`src/source/bus_pkg.sv`:
```
package bus_pkg;

    // Local byte bus
    typedef logic [31:0] bus_addr_t;
    typedef logic [7:0]  bus_data_t;

    // One bus cycle as seen by the slave
    typedef struct packed {
        logic      wr;
        logic      rd;
        bus_addr_t addr;
        bus_data_t wdata;
    } bus_req_t;

    // Register bank decodes this many bytes from address 0
    localparam int BANK_DEPTH  = 256;
    localparam int BANK_ADDR_W = $clog2(BANK_DEPTH);

endpackage
```
`src/source/sitcp_pkg.sv`:
```
package sitcp_pkg;

    // Receive write count and frame length share one width
    typedef logic [15:0] rx_count_t;

    // Frame header is 2 length bytes plus 4 address bytes
    localparam int HEADER_BYTES = 6;

    // Largest payload that still fits in a 16-bit frame with its header
    localparam rx_count_t MAX_LENGTH = rx_count_t'(65535 - HEADER_BYTES);

    // Consecutive 0xFF bytes that force the decoder back to a frame start
    localparam rx_count_t RESYNC_COUNT = 16'hFFFF;

    // Frame decoder states, one per header byte plus the two payload modes
    typedef enum logic [2:0] {
        LEN_LO,
        LEN_HI,
        ADDR0,
        ADDR1,
        ADDR2,
        ADDR3,
        PAYLOAD,
        DROP
    } dec_state_t;

    // RBCP pins as delivered by SiTCP
    typedef struct packed {
        logic                act;
        logic                we;
        logic                re;
        bus_pkg::bus_addr_t  addr;
        bus_pkg::bus_data_t  wd;
    } rbcp_req_t;

endpackage

```
`src/source/sitcp_bus_bridge_top.sv`:
```
`timescale 1ns/10ps

module sitcp_bus_bridge_top (
    input  logic                 BUS_CLK,
    input  logic                 BUS_RST,

    // SiTCP TCP receive
    input  logic                 TCP_RX_WR,
    input  bus_pkg::bus_data_t   TCP_RX_DATA,
    output sitcp_pkg::rx_count_t TCP_RX_WC,

    // SiTCP RBCP
    input  logic                 RBCP_ACT,
    input  bus_pkg::bus_addr_t   RBCP_ADDR,
    input  bus_pkg::bus_data_t   RBCP_WD,
    input  logic                 RBCP_WE,
    input  logic                 RBCP_RE,
    output logic                 RBCP_ACK,
    output bus_pkg::bus_data_t   RBCP_RD,

    output logic                 INVALID,

    // Local bus, visible for observation
    output logic                 BUS_WR,
    output logic                 BUS_RD,
    output bus_pkg::bus_addr_t   BUS_ADD,
    output bus_pkg::bus_data_t   bus_wdata
);

    sitcp_pkg::rbcp_req_t rbcp_pins;
    bus_pkg::bus_req_t    tcp_req;
    bus_pkg::bus_req_t    rbcp_req;
    bus_pkg::bus_req_t    bus_req;
    logic                 rbcp_grant;
    bus_pkg::bus_data_t   bus_rdata;

    assign rbcp_pins = '{act: RBCP_ACT, we: RBCP_WE, re: RBCP_RE,
                         addr: RBCP_ADDR, wd: RBCP_WD};

    tcp_frame_decoder tcp_frame_decoder_i (
        .BUS_CLK (BUS_CLK),
        .BUS_RST (BUS_RST),
        .rx_wr   (TCP_RX_WR),
        .rx_data (TCP_RX_DATA),
        .rx_wc   (TCP_RX_WC),
        .invalid (INVALID),
        .tcp_req (tcp_req)
    );

    rbcp_access rbcp_access_i (
        .BUS_CLK    (BUS_CLK),
        .BUS_RST    (BUS_RST),
        .rbcp       (rbcp_pins),
        .rbcp_grant (rbcp_grant),
        .bus_rdata  (bus_rdata),
        .rbcp_req   (rbcp_req),
        .rbcp_ack   (RBCP_ACK),
        .rbcp_rd    (RBCP_RD)
    );

    bus_arbiter bus_arbiter_i (
        .tcp_req    (tcp_req),
        .rbcp_req   (rbcp_req),
        .bus_req    (bus_req),
        .rbcp_grant (rbcp_grant)
    );

    bus_register_bank bus_register_bank_i (
        .BUS_CLK (BUS_CLK),
        .BUS_RST (BUS_RST),
        .bus_req (bus_req),
        .rdata   (bus_rdata)
    );

    assign BUS_WR    = bus_req.wr;
    assign BUS_RD    = bus_req.rd;
    assign BUS_ADD   = bus_req.addr;
    assign bus_wdata = bus_req.wdata;

endmodule

```
`src/source/bus_register_bank.sv`:
```
`timescale 1ns/10ps

module bus_register_bank (
    input  logic               BUS_CLK,
    input  logic               BUS_RST,
    input  bus_pkg::bus_req_t  bus_req,
    output bus_pkg::bus_data_t rdata
);

    bus_pkg::bus_data_t                     mem [bus_pkg::BANK_DEPTH];
    logic                                   in_range;
    logic [bus_pkg::BANK_ADDR_W-1:0]        idx;

    assign in_range = bus_req.addr < bus_pkg::bus_addr_t'(bus_pkg::BANK_DEPTH);
    assign idx      = bus_req.addr[bus_pkg::BANK_ADDR_W-1:0];

    always_ff @(posedge BUS_CLK) begin
        if (BUS_RST) begin
            for (int i = 0; i < bus_pkg::BANK_DEPTH; i++) begin
                mem[i] <= '0;
            end
            rdata <= '0;
        end else begin
            if (bus_req.wr && in_range) begin
                mem[idx] <= bus_req.wdata;
            end
            // Reads outside the bank return zero
            if (bus_req.rd) begin
                rdata <= in_range ? mem[idx] : '0;
            end
        end
    end

endmodule

```
`src/source/bus_arbiter.sv`:
```
`timescale 1ns/10ps

module bus_arbiter (
    input  bus_pkg::bus_req_t tcp_req,
    input  bus_pkg::bus_req_t rbcp_req,
    output bus_pkg::bus_req_t bus_req,
    output logic              rbcp_grant
);

    logic rbcp_active;

    assign rbcp_active = rbcp_req.wr | rbcp_req.rd;

    // TCP has no back-pressure, so its writes always take the bus.
    // An RBCP request simply waits in rbcp_access until a free cycle.
    always_comb begin
        if (tcp_req.wr) begin
            bus_req    = tcp_req;
            rbcp_grant = 1'b0;
        end else begin
            bus_req    = rbcp_req;
            rbcp_grant = rbcp_active;
        end
    end

endmodule

```
`src/source/rbcp_access.sv`:
```
`timescale 1ns/10ps

module rbcp_access (
    input  logic                BUS_CLK,
    input  logic                BUS_RST,
    input  sitcp_pkg::rbcp_req_t rbcp,
    input  logic                rbcp_grant,
    input  bus_pkg::bus_data_t  bus_rdata,
    output bus_pkg::bus_req_t   rbcp_req,
    output logic                rbcp_ack,
    output bus_pkg::bus_data_t  rbcp_rd
);

    logic               pend_wr;
    logic               pend_rd;
    logic               rd_wait;
    logic               busy;
    bus_pkg::bus_addr_t addr_q;
    bus_pkg::bus_data_t wd_q;

    // Nothing new is taken until the previous access has been acknowledged
    assign busy = pend_wr | pend_rd | rd_wait | rbcp_ack;

    always_ff @(posedge BUS_CLK) begin
        if (BUS_RST) begin
            pend_wr  <= 1'b0;
            pend_rd  <= 1'b0;
            rd_wait  <= 1'b0;
            rbcp_ack <= 1'b0;
        end else begin
            rbcp_ack <= 1'b0;
            rd_wait  <= 1'b0;
            if (!busy && rbcp.act && (rbcp.we || rbcp.re)) begin
                // Write wins if both strobes arrive together
                pend_wr <= rbcp.we;
                pend_rd <= rbcp.re & ~rbcp.we;
            end else if (rbcp_grant) begin
                pend_wr <= 1'b0;
                pend_rd <= 1'b0;
                rbcp_ack <= pend_wr;
                rd_wait  <= pend_rd;
            end
            // Bank data is valid the cycle after the read strobe
            if (rd_wait) begin
                rbcp_ack <= 1'b1;
            end
        end
    end

    always_ff @(posedge BUS_CLK) begin
        if (!busy && rbcp.act) begin
            addr_q <= rbcp.addr;
            wd_q   <= rbcp.wd;
        end
        if (rd_wait) begin
            rbcp_rd <= bus_rdata;
        end
    end

    always_comb begin
        rbcp_req.wr    = pend_wr;
        rbcp_req.rd    = pend_rd;
        rbcp_req.addr  = addr_q;
        rbcp_req.wdata = wd_q;
    end

endmodule

```
`src/source/tcp_frame_decoder.sv`:
```
`timescale 1ns/10ps

module tcp_frame_decoder (
    input  logic                 BUS_CLK,
    input  logic                 BUS_RST,
    input  logic                 rx_wr,
    input  bus_pkg::bus_data_t   rx_data,
    output sitcp_pkg::rx_count_t rx_wc,
    output logic                 invalid,
    output bus_pkg::bus_req_t    tcp_req
);

    sitcp_pkg::dec_state_t state;
    sitcp_pkg::rx_count_t  length;
    sitcp_pkg::rx_count_t  remaining;
    sitcp_pkg::rx_count_t  ff_cnt;
    bus_pkg::bus_addr_t    next_addr;
    bus_pkg::bus_addr_t    start_addr;
    logic [32:0]           frame_end;
    logic                  len_bad;
    logic                  addr_bad;
    logic                  resync;

    logic                  wr_q;
    bus_pkg::bus_addr_t    addr_q;
    bus_pkg::bus_data_t    wdata_q;

    // Header checks, evaluated on the byte that completes each field
    assign len_bad    = {rx_data, length[7:0]} > sitcp_pkg::MAX_LENGTH;
    assign start_addr = {rx_data, next_addr[23:0]};
    assign frame_end  = {1'b0, start_addr} + {17'd0, length};
    assign addr_bad   = frame_end > 33'h1_0000_0000;

    // Last byte of the 0xFF run
    assign resync = rx_wr && (rx_data == 8'hFF)
                    && (ff_cnt == sitcp_pkg::RESYNC_COUNT - 16'd1);

    // Receive write count, cleared by the first idle cycle
    always_ff @(posedge BUS_CLK) begin
        if (BUS_RST) begin
            rx_wc <= '0;
        end else if (rx_wr) begin
            rx_wc <= rx_wc + 16'd1;
        end else begin
            rx_wc <= '0;
        end
    end

    // Counts consecutive 0xFF bytes, saturating one short of the pattern
    always_ff @(posedge BUS_CLK) begin
        if (BUS_RST) begin
            ff_cnt <= '0;
        end else if (rx_wr) begin
            if (rx_data != 8'hFF) begin
                ff_cnt <= '0;
            end else if (ff_cnt != sitcp_pkg::RESYNC_COUNT - 16'd1) begin
                ff_cnt <= ff_cnt + 16'd1;
            end
        end
    end

    always_ff @(posedge BUS_CLK) begin
        if (BUS_RST) begin
            state     <= sitcp_pkg::LEN_LO;
            invalid   <= 1'b0;
            length    <= '0;
            remaining <= '0;
            next_addr <= '0;
        end else if (resync) begin
            state   <= sitcp_pkg::LEN_LO;
            invalid <= 1'b0;
        end else if (rx_wr) begin
            case (state)
                sitcp_pkg::LEN_LO: begin
                    length[7:0] <= rx_data;
                    state       <= sitcp_pkg::LEN_HI;
                end
                sitcp_pkg::LEN_HI: begin
                    length[15:8] <= rx_data;
                    if (len_bad) begin
                        invalid <= 1'b1;
                    end
                    state <= sitcp_pkg::ADDR0;
                end
                sitcp_pkg::ADDR0: begin
                    next_addr[7:0] <= rx_data;
                    state          <= sitcp_pkg::ADDR1;
                end
                sitcp_pkg::ADDR1: begin
                    next_addr[15:8] <= rx_data;
                    state           <= sitcp_pkg::ADDR2;
                end
                sitcp_pkg::ADDR2: begin
                    next_addr[23:16] <= rx_data;
                    state            <= sitcp_pkg::ADDR3;
                end
                sitcp_pkg::ADDR3: begin
                    next_addr[31:24] <= rx_data;
                    remaining        <= length;
                    if (addr_bad) begin
                        invalid <= 1'b1;
                    end
                    // A flagged decoder drops every frame until resync
                    if (length == '0) begin
                        state <= sitcp_pkg::LEN_LO;
                    end else if (invalid || addr_bad) begin
                        state <= sitcp_pkg::DROP;
                    end else begin
                        state <= sitcp_pkg::PAYLOAD;
                    end
                end
                sitcp_pkg::PAYLOAD: begin
                    next_addr <= next_addr + 32'd1;
                    remaining <= remaining - 16'd1;
                    if (remaining == 16'd1) begin
                        state <= sitcp_pkg::LEN_LO;
                    end
                end
                default: begin
                    // DROP keeps frame alignment without touching the bus
                    remaining <= remaining - 16'd1;
                    if (remaining == 16'd1) begin
                        state <= sitcp_pkg::LEN_LO;
                    end
                end
            endcase
        end
    end

    // One register stage for strobe, address and data alike
    always_ff @(posedge BUS_CLK) begin
        if (BUS_RST) begin
            wr_q <= 1'b0;
        end else begin
            wr_q <= rx_wr && (state == sitcp_pkg::PAYLOAD) && !resync;
        end
    end

    always_ff @(posedge BUS_CLK) begin
        addr_q  <= next_addr;
        wdata_q <= rx_data;
    end

    always_comb begin
        tcp_req.wr    = wr_q;
        tcp_req.rd    = 1'b0;
        tcp_req.addr  = addr_q;
        tcp_req.wdata = wdata_q;
    end

endmodule

```
`config.mk`:
```
export PLATFORM = sky130hd
export DESIGN_NAME = sitcp_bus_bridge_top
export DESIGN_NICKNAME = d
export VERILOG_FILES = /design/src/source/bus_pkg.sv /design/src/source/sitcp_pkg.sv /design/src/source/sitcp_bus_bridge_top.sv /design/src/source/bus_register_bank.sv /design/src/source/bus_arbiter.sv /design/src/source/rbcp_access.sv /design/src/source/tcp_frame_decoder.sv
export SDC_FILE = /design/constraint.sdc
export NUM_CORES = 2
export LEC_CHECK = 0
export ABC_AREA = 1
export BUFFER_PORTS_ARGS = -buffer_cell sky130_fd_sc_hd__buf_2
export CAP_MARGIN = 20
export CORE_MARGIN = 2
export CORE_UTILIZATION = 44
export CTS_BUF_LIST = sky130_fd_sc_hd__clkbuf_2
export CTS_CLUSTER_SIZE = 25
export DETAILED_ROUTE_END_ITERATION = 12
export PLACE_DENSITY_LB_ADDON = 0.2
export SETUP_SLACK_MARGIN = 0.5
export SYNTH_ARGS = -nofsm -noshare
export SYNTH_HDL_FRONTEND = slang
export SYNTH_SLANG_ARGS = --single-unit
export TNS_END_PERCENT = 50
```
`constraint.sdc`:
```
create_clock -name BUS_CLK -period 5.05 [get_ports BUS_CLK]
set_input_delay 0 -clock BUS_CLK [delete_from_list [all_inputs] [get_ports BUS_CLK]]
set_output_delay 0 -clock BUS_CLK [all_outputs]
set_load 0.03 [all_outputs]
```
==> results list <==
- Clock-pin slew was measured on the worst setup and hold paths at between 100 and 150 ps.
- Counting the fill cells in the layout gives 19,410.
- CTS tree: done
- Wirelength, routed: about 320 mm
* IR Drop Worst-Case VDD: 0.2209 mV
* Number of sinks handled by clock tree synthesis: between 2,000 and 2,500
- FP Rows: 170
- Cell Area, Synth: between 90,000 and 100,000 µm²
- Cell mode on critical path: nand2_1
- For this run, the leading register cell type out of synthesis is edfxtp_1.
- Clock latency reported for the late side of the worst-skew pair: 2080 ps
- Maximum level of the CTS H-tree: 6
- In this run the count of I/O pins placed on the die edge is 122.
- Count of different cell masters after synthesis: 47
* Drt drc: 0
- The number of nets handed over by synthesis was between 8,000 and 9,000.
- After clock tree synthesis, the setup repair step added 0 buffers.
- The die is 469.1 µm tall.
* Max Clk Rate: 226.3 MHz
- The post-route netlist has around 16% of its cells at a drive strength greater than 1.
* Final Wtd Congestion: 0.9383
- The count of endpoints failing hold in the final timing report came to 0.
* Async S/R FF share, synth: 0%
- After synthesis, the largest family of logic cells by area is simple AND/OR/NAND/NOR gates.
* Kind of end point of the critical path: flop
* Share of synthesized cell area in and, or, nand and nor gates: 15.64%
- Synthesis inferred ~2,200 register bits.
- The worst path uses between 80% and 90% of the clock period.
- Entering global routing, the biggest net connects 144 pins.
- STA classifies the critical path startpoint as a flop.
* Pre-CTS setup slack: between 700 and 800 ps
* Fraction of synthesized cell area in xor and xnor cells: 0.3036%
* Slew Limit Headroom: 8.970%
- Minimum clock period after layout: 4419 ps
- Vias in the first global route: roughly 73,000
* Complex-gate fraction of the synthesized area: 10.96%
- Overall via count from detail_route: around 75,000
- CTS buffer count: approximately 600
- Of the total synthesized cell area, the portion taken by full adders, half adders and majority gates is less than 1%.
- Static leakage: roughly 42 nW
- For this run, the number of Yosys warnings is 0.
- The die covers 220,100 µm².
- Largest stage delay, worst path: around 580 ps
* Status: complete, no violations
* Count of flip-flops with a built-in enable after synthesis: approximately 2,100
- In this run the tool buffered the top-level ports with 121 buffer cells.
- The number of antenna violations at the first check in global routing came to 17.
* Worst min-delay path class: in2reg
* Worst EP arrival: 6230 ps
- Effective utilization at floorplan: 44.31%
- Highest net fanout along the worst path: 57
* Routed wire per std cell: 25.48 µm
* Total negative slack for setup checks: 0 ps
- The critical path is of the reg2reg type.
* Max-slew violation count: 0
* Post-synthesis mux area share: 0%
* Number of nets in the layout: roughly 9,500
- Final number of setup-violating endpoints: 0
* Remaining Overflow, GRT: 0
- Dividing the detail-routed via count by the number of cells gives 5.892.
- Wire length of the first global-routing pass: 470.0 mm
* Leading cell types in the layout, fill and taps excluded: nor2_1 (2,236), edfxtp_1 (2,096), nand2_1 (1,114), o22ai_1 (896), clkbuf_2 (858)
- Summing the sequential cell areas from Yosys gives 69.34% of the chip area.
- Global routing consumed, over all layers together, 28.89% of the routing resources.
- The slowest stage of the critical path belongs to the cell o21ai_0.
- A synthesized cell averages 10.96 µm².
- Max-cap viol count: 0
* Maximum clock insertion buffer count: 4
- The floorplan step defined a core boundary enclosing around 210,000 µm².
* Final Worst Setup Slack: 630.7 ps
* Horizontal extent of the die: 469.1 µm
- Leaving out fill and tap cells, the most frequent cell in the layout is nor2_1.
- Power density over the cells: 348.3 nW/µm²
* Unrepaired setup endpoints after global routing: yes
* Number of antenna-violating nets in the routed design: 0
- Area growth syn-to-layout: 13.85%
* Worst-margin pin slew: roughly 1400 ps
- Detailed placement finished with a half-perimeter wire length of approximately 200 mm.
- Across the routed clock network, the largest skew measured is ~250 ps.
- CP cell instances: inv_2 > nand2_1 > nand2_1 > nor2_4 > inv_8 > buf_4 > o22ai_1 > o21ai_0 > nand2_1 > o21ai_0 > nand4_1 > nand2_1 > nand2_1 > o21a_1 > nor2_1
- Instance count of the mapped netlist: about 8,700
- DR iter-0 viols: 9,414
- CTS root buf: clkbuf_2
* Length of the first detailed-routing pass in iterations: 7
- Data required time at the worst endpoint: 6860 ps
==> final timing paths <==
path                                     start                              to  slack, ps  depth (start not counted)
min                             TCP_RX_DATA[1]  tcp_frame_decoder_i.wdata_q[1]        270                          4
max reg2reg           tcp_frame_decoder_i.wr_q    bus_register_bank_i.rdata[5]        630                         15
max                   tcp_frame_decoder_i.wr_q    bus_register_bank_i.rdata[5]        630                         15
min reg2reg  tcp_frame_decoder_i.next_addr[26]  tcp_frame_decoder_i.addr_q[26]        370                          0
==> final cells by class <==
type                       instances  area (µm²)  area share (%)
sequential                      2249       66000           60.91
inverter                         243       937.1          0.8648
clock buffer                     858        4294           3.963
multi-input combinational       5576       26170           24.15
tap                             2838        3551           3.277
clock inverter                   152       885.9          0.8175
timing repair buffer             736        6497           5.996
antenna                           10       25.02         0.02309
==> state kept, by name, indices dropped and copies added, names as in the netlist, 16 cells and up <==
name                           count
tcp_frame_decoder_i.rx_wc         16
tcp_frame_decoder_i.addr_q        32
tcp_frame_decoder_i.ff_cnt        16
rbcp_access_i.addr_q              32
tcp_frame_decoder_i.remaining     16
bus_register_bank_i.mem         2048
tcp_frame_decoder_i.next_addr     32
tcp_frame_decoder_i.length        16
==> per-layer routing <==
| metal | up-vias | global-route usage (%) | wire length (µm) |
|---|---|---|---|
| li1 | 32870 | - | - |
| met1 | 36360 | 39.75 | 125800 |
| met2 | 4662 | 44.25 | 146000 |
| met3 | 707 | 6.331 | 37680 |
| met4 | 10 | 12.40 | 13040 |
| met5 | - | 0 | 71 |
==> logic make-up after synthesis <==
| logic type | after synthesis |
|---|---|
| buffers and inverters | 858 |
| xor gates and xnor gates | 33 |
| adders and majority gates | 23 |
| DFF | 2249 |
| AOI/OAI and AO/OA | 1771 |
| and+or+nand+nor | 3749 |
==> cells in the mapped netlist (5+ instances only) <==
master    number  area [µm²]
edfxtp_1    2096       62940
o211ai_1      14       105.1
o21ai_1       13       65.06
buf_2         33       165.2
nand4_1      141       882.1
a31oi_1       18       112.6
ha_1          22       275.3
or2_2         23       143.9
nand3_1       91       455.4
clkbuf_1     525        1971
nor3_2         5       50.05
or2_0          8       50.05
nand3b_1       5       37.54
inv_2         12       45.04
o21a_1         5       37.54
o22ai_1      896        5605
a21oi_1      108       540.5
xor2_1        30       262.8
a211oi_1       6       45.04
buf_4          5       37.54
a22oi_1      134        1006
nand2_2       26       162.7
inv_1        225       844.6
buf_1         52       195.2
nor3_1        53       265.3
nor4_1         9       56.30
dfxtp_1      153        3063
nand2_1     1116        4189
clkinv_1       6       22.52
nor2_1      2256        8468
o21ai_0      569        2848
==> power breakdown <==
part | leakage [nW] | total (W) | internal, W | switching [W]
Sequential | 22.8 | 0.0211 | 0.0209 | 0.000225
Combinational | 15.3 | 0.00392 | 0.000940 | 0.00298
Clock | 4.00 | 0.0127 | 0.00503 | 0.00768
==> metrics by stage <==
step / cells / total power (W) / util (%) / cell area, µm² / hold WS (ps)
2_1_floorplan: 8683 / 0.02342 / - / 95190 / 27.72
3_3_place_gp: 11420 / 0.02515 / 46.98 / 100900 / 179.1
3_5_place_dp: 11420 / 0.02519 / 46.99 / 100900 / 178.1
4_1_cts: 12650 / 0.03775 / 50.41 / 108300 / 18.60
5_1_grt: 12660 / 0.03905 / 50.44 / 108400 / 132.2
6_report: 12660 / 0.03774 / 50.44 / 108400 / 271.2
==> critical path: cells and delay by family, from the launching register on <==
family	cells	cell delay [ps]
compound gates	4	1190
simple gates	8	1420
flops	1	340
buf+inv	3	1260
==> timing repair <==
item | 4_1_cts | 5_1_grt
resized for setup | 2 | 10
hold buffers | 217 | 0
endpoints found under the hold margin | 2968 | 0
setup endpoints to repair | 3 | 14
No activity file was read; power rests on OpenSTA's default activity.
